File: src/design/hostCorePkg.sv
package hostCorePkg;

	// --------------------------------------------------
	// host pipe and link widths
	// --------------------------------------------------

	typedef logic [31:0] hostWord_t; // one pipe-in / pipe-out word
	typedef logic [10:0] flit_t;     // one board link flit

	// register file addressing
	typedef logic [4:0]  regId_t;    // 32 registers
	typedef logic [15:0] regData_t;  // 16 bit payload per register

	// serializer FSM, one state per flit plus idle
	typedef enum logic [1:0] {
		IDLE,
		FLIT0,  // bits 31:21 on the link
		FLIT1,  // bits 20:10
		FLIT2   // bits 9:0, msb of flit forced low
	} serState_t;

	localparam int FLITS_PER_WORD = 3; // three flits carry one host word

	// control register
	localparam regId_t REG_CTRL      = 5'd0;
	localparam int     TX_ENABLE_BIT = 0;  // gates the outbound link

	// --------------------------------------------------
	// pipe-in word classes
	// --------------------------------------------------

	// register write: 10 in bits 31:30, 0 in bit 29
	localparam logic [1:0] REG_WRITE_TAG = 2'b10;

	// nop: 10000 in bits 31:27 with an all-zero tail
	// the same prefix with a nonzero tail is a write to regs 0..7
	localparam logic [4:0] NOP_TAG = 5'b10000;

endpackage

File: src/design/hostWordDecoder.sv
`timescale 1ns/1ps

module hostWordDecoder (
	input  logic                   top_in_clk,
	input  logic                   arstN,
	input  logic                   pipeInWrite,  // one-cycle strobe per word
	input  hostCorePkg::hostWord_t pipeInData,
	input  hostCorePkg::regId_t    regReadAddr,  // host readback address
	output hostCorePkg::regData_t  regReadData,
	output logic                   txEnable,     // ctrl reg bit, gates the link
	output logic                   packetPush,   // toward the outbound fifo
	output hostCorePkg::hostWord_t packetData
);
	import hostCorePkg::*;

	localparam int NUM_REGS = 1 << $bits(regId_t); // full 5 bit address space

	regData_t regFile [NUM_REGS]; // host visible register file

	logic   isNop;      // word carries nothing
	logic   isRegWrite; // word targets the register file
	logic   isPacket;   // everything else goes to the link
	regId_t writeId;

	// --------------------------------------------------
	// word classification
	// --------------------------------------------------

	// nop wins over the overlapping register write pattern
	assign isNop = (pipeInData[31:27] == NOP_TAG) && (pipeInData[26:0] == '0);

	assign isRegWrite = (pipeInData[31:30] == REG_WRITE_TAG)
		&& !pipeInData[29]
		&& !isNop;

	assign isPacket = !isRegWrite && !isNop;

	assign writeId = pipeInData[28:24]; // register index field

	// --------------------------------------------------
	// register file
	// --------------------------------------------------

	// all registers clear on reset, so the link starts disabled
	always_ff @(posedge top_in_clk or negedge arstN) begin
		if (!arstN) begin
			for (int i = 0; i < NUM_REGS; i++) begin
				regFile[i] <= '0;
			end
		end else if (pipeInWrite && isRegWrite) begin
			regFile[writeId] <= pipeInData[15:0]; // low half is the data
		end
	end

	assign regReadData = regFile[regReadAddr]; // combinational readback

	assign txEnable = regFile[REG_CTRL][TX_ENABLE_BIT];

	// --------------------------------------------------
	// packet path
	// --------------------------------------------------

	// one-cycle push pulse for every packet word
	always_ff @(posedge top_in_clk or negedge arstN) begin
		if (!arstN) begin
			packetPush <= 1'b0;
		end else begin
			packetPush <= pipeInWrite && isPacket;
		end
	end

	// payload follows the strobe
	always_ff @(posedge top_in_clk) begin
		if (pipeInWrite && isPacket) begin
			packetData <= pipeInData;
		end
	end

endmodule

File: src/design/wordFifo.sv
`timescale 1ns/1ps

module wordFifo #(
	parameter int FIFO_DEPTH_LOG2 = 3  // depth is a power of two
) (
	input  logic                   top_in_clk,
	input  logic                   arstN,
	input  logic                   push,
	input  hostCorePkg::hostWord_t pushData,
	input  logic                   pop,
	output hostCorePkg::hostWord_t headData, // always the oldest word
	output logic                   empty,
	output logic                   full
);
	import hostCorePkg::*;

	// count is one bit wider than the pointers so full is reachable
	localparam logic [FIFO_DEPTH_LOG2:0] DEPTH = {1'b1, {FIFO_DEPTH_LOG2{1'b0}}};

	hostWord_t mem [1 << FIFO_DEPTH_LOG2]; // storage, no reset

	logic [FIFO_DEPTH_LOG2-1:0] rdPtr; // wraps on its own
	logic [FIFO_DEPTH_LOG2-1:0] wrPtr;
	logic [FIFO_DEPTH_LOG2:0]   count; // occupancy

	logic doPush; // qualified push
	logic doPop;  // qualified pop

	assign empty = (count == '0);
	assign full  = (count == DEPTH);

	assign doPush = push && !full;  // push into a full fifo is dropped
	assign doPop  = pop && !empty;  // pop of an empty fifo does nothing

	assign headData = mem[rdPtr];

	// --------------------------------------------------
	// pointers and occupancy
	// --------------------------------------------------

	always_ff @(posedge top_in_clk or negedge arstN) begin
		if (!arstN) begin
			rdPtr <= '0;
			wrPtr <= '0;
			count <= '0;
		end else begin
			if (doPush) begin
				wrPtr <= wrPtr + 1'b1;
			end
			if (doPop) begin
				rdPtr <= rdPtr + 1'b1;
			end
			case ({doPush, doPop})
				2'b10:   count <= count + 1'b1;
				2'b01:   count <= count - 1'b1;
				default: count <= count; // both or neither
			endcase
		end
	end

	// data array
	always_ff @(posedge top_in_clk) begin
		if (doPush) begin
			mem[wrPtr] <= pushData;
		end
	end

endmodule

File: src/design/linkSerializer.sv
`timescale 1ns/1ps

module linkSerializer (
	input  logic                   top_in_clk,
	input  logic                   arstN,
	input  logic                   wordValid,   // outbound fifo not empty
	input  hostCorePkg::hostWord_t wordData,    // fifo head
	input  logic                   txEnable,
	input  logic                   topReadyIn,  // far board can take a flit
	output logic                   wordPop,     // fifo pop at the last flit
	output hostCorePkg::flit_t     topOut,
	output logic                   topValidOut
);
	import hostCorePkg::*;

	serState_t state;
	serState_t nextState;
	hostWord_t wordReg;   // word being sent, frees the fifo head
	logic      flitTaken; // handshake this cycle
	logic      startWord;

	assign startWord = (state == IDLE) && wordValid && txEnable;

	assign topValidOut = (state != IDLE);       // valid straight from state
	assign flitTaken   = topValidOut && topReadyIn;
	assign wordPop     = flitTaken && (state == FLIT2);

	// --------------------------------------------------
	// FSM
	// --------------------------------------------------

	always_comb begin
		nextState = state;
		case (state)
			IDLE:    if (startWord) nextState = FLIT0; // txEnable only gates the start
			FLIT0:   if (flitTaken) nextState = FLIT1;
			FLIT1:   if (flitTaken) nextState = FLIT2;
			FLIT2:   if (flitTaken) nextState = IDLE;  // head is popped here
			default: nextState = IDLE;
		endcase
	end

	always_ff @(posedge top_in_clk or negedge arstN) begin
		if (!arstN) begin
			state <= IDLE;
		end else begin
			state <= nextState;
		end
	end

	// capture the head when leaving idle
	always_ff @(posedge top_in_clk) begin
		if (startWord) begin
			wordReg <= wordData;
		end
	end

	// --------------------------------------------------
	// flit select
	// --------------------------------------------------

	// held word and state are both registers, so topOut is stable under stall
	always_comb begin
		case (state)
			FLIT0:   topOut = wordReg[31:21];
			FLIT1:   topOut = wordReg[20:10];
			FLIT2:   topOut = {1'b0, wordReg[9:0]}; // short last flit
			default: topOut = '0;                   // idle, not valid
		endcase
	end

endmodule

File: src/design/linkDeserializer.sv
`timescale 1ns/1ps

module linkDeserializer (
	input  logic                   top_in_clk,
	input  logic                   arstN,
	input  hostCorePkg::flit_t     topIn,
	input  logic                   topValidIn,
	input  logic                   fifoFull,    // inbound fifo has no room
	output logic                   topReadyOut,
	output logic                   wordPush,    // one cycle after the third flit
	output hostCorePkg::hostWord_t wordData
);
	import hostCorePkg::*;

	// index of the short flit that completes a word
	localparam logic [1:0] LAST_FLIT = 2'(FLITS_PER_WORD - 1);

	logic [1:0]  flitCnt;   // flits of the current word taken so far
	logic [21:0] shiftReg;  // first two flits, oldest in the upper half
	logic        flitTaken; // inbound handshake
	logic        lastFlit;  // next flit closes the word

	assign lastFlit = (flitCnt == LAST_FLIT);

	// --------------------------------------------------
	// back-pressure
	// --------------------------------------------------

	// only the closing flit needs room, earlier flits just shift in
	// a pushed word reaches the fifo before the next third flit can arrive
	assign topReadyOut = !(fifoFull && lastFlit);

	assign flitTaken = topValidIn && topReadyOut;

	// --------------------------------------------------
	// flit counter and push strobe
	// --------------------------------------------------

	always_ff @(posedge top_in_clk or negedge arstN) begin
		if (!arstN) begin
			flitCnt  <= '0;
			wordPush <= 1'b0;
		end else begin
			wordPush <= flitTaken && lastFlit; // registered push
			if (flitTaken) begin
				if (lastFlit) begin
					flitCnt <= '0;              // word done, restart
				end else begin
					flitCnt <= flitCnt + 1'b1;
				end
			end
		end
	end

	// --------------------------------------------------
	// word assembly
	// --------------------------------------------------

	always_ff @(posedge top_in_clk) begin
		if (flitTaken) begin
			if (lastFlit) begin
				wordData <= {shiftReg, topIn[9:0]}; // bit 10 of the last flit dropped
			end else begin
				shiftReg <= {shiftReg[10:0], topIn}; // 31:21 then 20:10
			end
		end
	end

endmodule

File: src/design/hostCore.sv
`timescale 1ns/1ps

module hostCore #(
	parameter int FIFO_DEPTH_LOG2 = 3  // both word fifos
) (
	input  logic                   top_in_clk,
	input  logic                   arstN,

	// host pipes
	input  logic                   pipeInWrite,
	input  hostCorePkg::hostWord_t pipeInData,
	input  logic                   pipeOutRead,
	input  hostCorePkg::regId_t    regReadAddr,
	output logic                   pipeInFull,   // outbound fifo full
	output hostCorePkg::hostWord_t pipeOutData,  // inbound fifo head
	output logic                   pipeOutEmpty,
	output hostCorePkg::regData_t  regReadData,

	// inbound link
	input  hostCorePkg::flit_t     topIn,
	input  logic                   topValidIn,
	output logic                   topReadyOut,

	// outbound link
	output hostCorePkg::flit_t     topOut,
	output logic                   topValidOut,
	input  logic                   topReadyIn
);
	import hostCorePkg::*;

	logic      txEnable;   // ctrl register bit
	logic      packetPush; // decoder to tx fifo
	hostWord_t packetData;
	hostWord_t txHead;     // tx fifo to serializer
	logic      txEmpty;
	logic      txPop;
	logic      rxPush;     // deserializer to rx fifo
	hostWord_t rxData;
	logic      rxFull;

	// --------------------------------------------------
	// input side, host words and register file
	// --------------------------------------------------

	hostWordDecoder decoder0 (
		.top_in_clk  (top_in_clk),
		.arstN       (arstN),
		.pipeInWrite (pipeInWrite),
		.pipeInData  (pipeInData),
		.regReadAddr (regReadAddr),
		.regReadData (regReadData),
		.txEnable    (txEnable),
		.packetPush  (packetPush),
		.packetData  (packetData)
	);

	// outbound queue, host to link
	wordFifo #(.FIFO_DEPTH_LOG2(FIFO_DEPTH_LOG2)) txFifo0 (
		.top_in_clk (top_in_clk),
		.arstN      (arstN),
		.push       (packetPush),
		.pushData   (packetData),
		.pop        (txPop),
		.headData   (txHead),
		.empty      (txEmpty),
		.full       (pipeInFull)  // host watches this before writing
	);

	// --------------------------------------------------
	// output side, link flits
	// --------------------------------------------------

	linkSerializer ser0 (
		.top_in_clk  (top_in_clk),
		.arstN       (arstN),
		.wordValid   (!txEmpty),
		.wordData    (txHead),
		.txEnable    (txEnable),
		.topReadyIn  (topReadyIn),
		.wordPop     (txPop),
		.topOut      (topOut),
		.topValidOut (topValidOut)
	);

	linkDeserializer des0 (
		.top_in_clk  (top_in_clk),
		.arstN       (arstN),
		.topIn       (topIn),
		.topValidIn  (topValidIn),
		.fifoFull    (rxFull),
		.topReadyOut (topReadyOut),
		.wordPush    (rxPush),
		.wordData    (rxData)
	);

	// inbound queue, link to host
	wordFifo #(.FIFO_DEPTH_LOG2(FIFO_DEPTH_LOG2)) rxFifo0 (
		.top_in_clk (top_in_clk),
		.arstN      (arstN),
		.push       (rxPush),
		.pushData   (rxData),
		.pop        (pipeOutRead),  // ignored while empty
		.headData   (pipeOutData),
		.empty      (pipeOutEmpty),
		.full       (rxFull)
	);

endmodule

File: config.mk
export PLATFORM = sky130hd
export DESIGN_NAME = hostCore
export DESIGN_NICKNAME = d
export VERILOG_FILES = /design/src/design/hostCorePkg.sv /design/src/design/hostWordDecoder.sv /design/src/design/wordFifo.sv /design/src/design/linkSerializer.sv /design/src/design/linkDeserializer.sv /design/src/design/hostCore.sv
export SDC_FILE = /design/constraint.sdc
export NUM_CORES = 1
export LEC_CHECK = 0
export CAP_MARGIN = 20
export CORE_ASPECT_RATIO = 2
export CORE_MARGIN = 2
export CORE_UTILIZATION = 50
export DETAILED_ROUTE_END_ITERATION = 8
export DONT_BUFFER_PORTS = 1
export PLACE_DENSITY = 0.71
export SLEW_MARGIN = 25
export SYNTH_ARGS = -nofsm -noshare
export SYNTH_HDL_FRONTEND = slang
export SYNTH_SLANG_ARGS = --single-unit
export TNS_END_PERCENT = 100
File: constraint.sdc
create_clock -name top_in_clk -period 11.1 [get_ports top_in_clk]
set_clock_uncertainty 0.15 [all_clocks]
set_input_delay 0.555 -clock top_in_clk [delete_from_list [all_inputs] [get_ports top_in_clk]]
set_output_delay 0.555 -clock top_in_clk [all_outputs]
set_load 0.005 [all_outputs]
==> metrics.yaml <==
vias_per_cell: 6.148
synthArstFlopShare_pct: 46.06
via_count: 25030
fillers: 7201
cts_buffers: 97
mostFrequentLayoutCells: "edfxtp_1 (630), mux2_2 (555), dfrtp_1 (534)"
max_slew_margin_pct: 30.87
met1_usage_pct: 27.71
cp_slowest_cell: "buf_16"
grt_pass1_wl_mm: 176.1
floorplan.initialDensity_pct: 50.37
dr.pass1.iters: 6
drv_slew: 0
fin_hold_ws_ns: 0.04595
ys_seq_area_share_pct: 66.90
globalplace.congestion: 0.8690
hold_class: "input pin to flop"
rows: 161
antenna_found_initial: 2
start_kind: "input pin"
track_usage_pct: 24.14
clock_latency_ns: 0.71
grt_max_degree: 539
period_share_pct: 36.86
fmax_ghz: 0.2444
cp-end-kind: "output port"
synthCells: 2773
drtIter0Drc: 1965
ir_drop_mv: 0.1670
post_cts_buffers: 0
gr-total-overflow: 0
top_usage_layer: "met2"
drive_gt1_share_pct: 34.66
core_area_um2: 96090
fin_setup_tns_ns: 0
use_met3_pct: 4.458
fin_crit_ns: 4.091
worstPathCellList: "buf_16 > buf_16 > mux2i_1 > a22oi_1 > nand4_1 > nand4_1"
hold_viol: 0
cts_tree: "built"
critical_path_peak_fanout: 114
p_leak_nw: 21.69
yosys_warnings: 0
port_buffers: 0
status: "completed"
cts.sinks: 1168
setup_violations: 0
final_cell_count_no_fill: 4071
wl_mm: 118.8
cp.required_ns: 10.40
synth_ff_type: "edfxtp_1"
crit_type: "input pin to output port"
die_y_um: 444.0
path_buf_inv: 2
ys_types: 55
cp_top_family: "buffers and inverters"
arrival_ns: 3.39
ys_ff_latch: 1168
rsz0062_at_grt: "no"
first_global_vias: 26800
place_inst: 3832
htreeDepth: 3
synth_edf_count: 630
die_width_um: 224.0
root_buffer: "clkbuf_16"
fin_util_pct: 55.81
netlist_area_um2: 48400
post_drt_wl_per_cell_um: 29.17
place_hpwl_mm: 70.04
synth_nets: 2843
worst_slew_pin_slew_ns: 1.031
clk_path_buf_depth: 3
nNetsFinal: 2832
dieArea_um2: 99460
drc: 0
areaGrowthSynthToFinish_pct: 10.80
critical_path.max_stage_delay_ns: 0.62
layout_commonest_cell: "edfxtp_1"
drv_cap: 0
use_met2_pct: 41.61
antenna_left: 0
io_pins: 117
avgSynthCellArea_um2: 17.45
clkTransAtPathRegs_ns: 0.06
power_per_cell_area_nw_per_um2: 202.5
flip-flops by register name (all words and copies together), names as in the netlist, 4 cells and up:
| name | flops |
|---|---|
| txFifo0.count | 4 |
| des0.wordData | 32 |
| decoder0.packetData | 32 |
| rxFifo0.mem | 256 |
| decoder0.regFile | 511 |
| ser0.wordReg | 32 |
| txFifo0.mem | 256 |
| rxFifo0.count | 4 |
| des0.shiftReg | 22 |
worst register-to-register path, cell delays in order, from the launching register on:
cell and delay (ns):
dfrtp_1 0.48, nor3_1 0.11, a21boi_1 0.41, inv_1 0.26, nor3_2 0.87, buf_4 0.55
what timing repair did:
action,in CTS,in global routing
gates resized for setup,0,0
hold buffers,46,2
endpoints found under the hold margin,1107,231
cell type report:
type	instances	area (µm²)	share of cell area [%]
diodes	4	10.01	0.01866
clock buffers	135	2823	5.263
clock inverters	47	669.4	1.248
inverters	8	30.03	0.05599
multi-input cells	1401	15120	28.19
flip-flops and latches	1168	32390	60.40
well taps	1222	1529	2.851
repair buffers	86	1060	1.976
power breakdown:
part	internal [mW]	switching, mW
sequential	5.01	0.276
clock	2.12	1.59
combinational	0.893	0.977
cells in the mapped netlist (9+ instances only):
cell / count / area [µm²]
edfxtp_1: 630 / 18920
mux2_2: 555 / 6250
dfrtp_1: 538 / 13460
mux2i_1: 259 / 2592
mux4_2: 128 / 2883
clkbuf_1: 105 / 394.1
a22oi_1: 97 / 728.2
nand3_1: 52 / 260.3
nand2_1: 46 / 172.7
buf_2: 39 / 195.2
a21oi_1: 36 / 180.2
nand4_1: 33 / 206.5
nor2_1: 28 / 105.1
buf_4: 23 / 172.7
mux2_4: 20 / 300.3
buf_6: 17 / 191.4
ha_1: 15 / 187.7
nand2_2: 14 / 87.58
nor2_4: 13 / 146.4
buf_1: 12 / 45.04
a222oi_1: 10 / 100.1
nor3_1: 10 / 50.05
nor4_1: 9 / 56.30
xnor2_1: 9 / 78.83
path summary, 6_finish.rpt:
path                                        start                endpoint  cells after the start  slack, ns
worst max-delay path               regReadAddr[1]          regReadData[4]                      6       7.01
worst min-delay path                pipeInData[2]  decoder0.packetData[2]                      1       0.05
worst max register to register   txFifo0.count[1]       txFifo0.mem[3][4]                      5       7.90
worst min register to register  des0.shiftReg[17]       des0.wordData[27]                      0       0.27
max in group asynchronous                   arstN        txFifo0.rdPtr[0]                      5       7.76
min in group asynchronous                   arstN   decoder0.regFile[410]                      2       0.31
metal layers:
| layer | up-vias | part of all wire (%) |
|---|---|---|
| met5 | - | 0 |
| met4 | 0 | 6.6 |
| met3 | 266 | 5.8 |
| met2 | 777 | 51 |
| met1 | 13340 | 36 |
| li1 | 10650 | - |
per-stage QoR:
| step | instance area, µm² | power [mW] | setup slack, ns |
|---|---|---|---|
| floorplan | 48400 | 6.642 | 6.383 |
| global placement | 49310 | 7.049 | 7.914 |
| detailed placement | 49330 | 7.139 | 7.872 |
| CTS | 53440 | 10.89 | 7.082 |
| global route | 53620 | 11.26 | 7.052 |
| finish | 53630 | 10.86 | 7.009 |
logic make-up after synthesis:
family / synth area share, %
buffers and inverters: 2.125
xor gates and xnor gates: 0.2895
muxes: 25.01
AOI/OAI and AO/OA: 2.231
and+or+nand+nor: 3.017
DFF: 66.90
adders and majority gates: 0.4291
No activity file was read; power rests on OpenSTA's default activity.
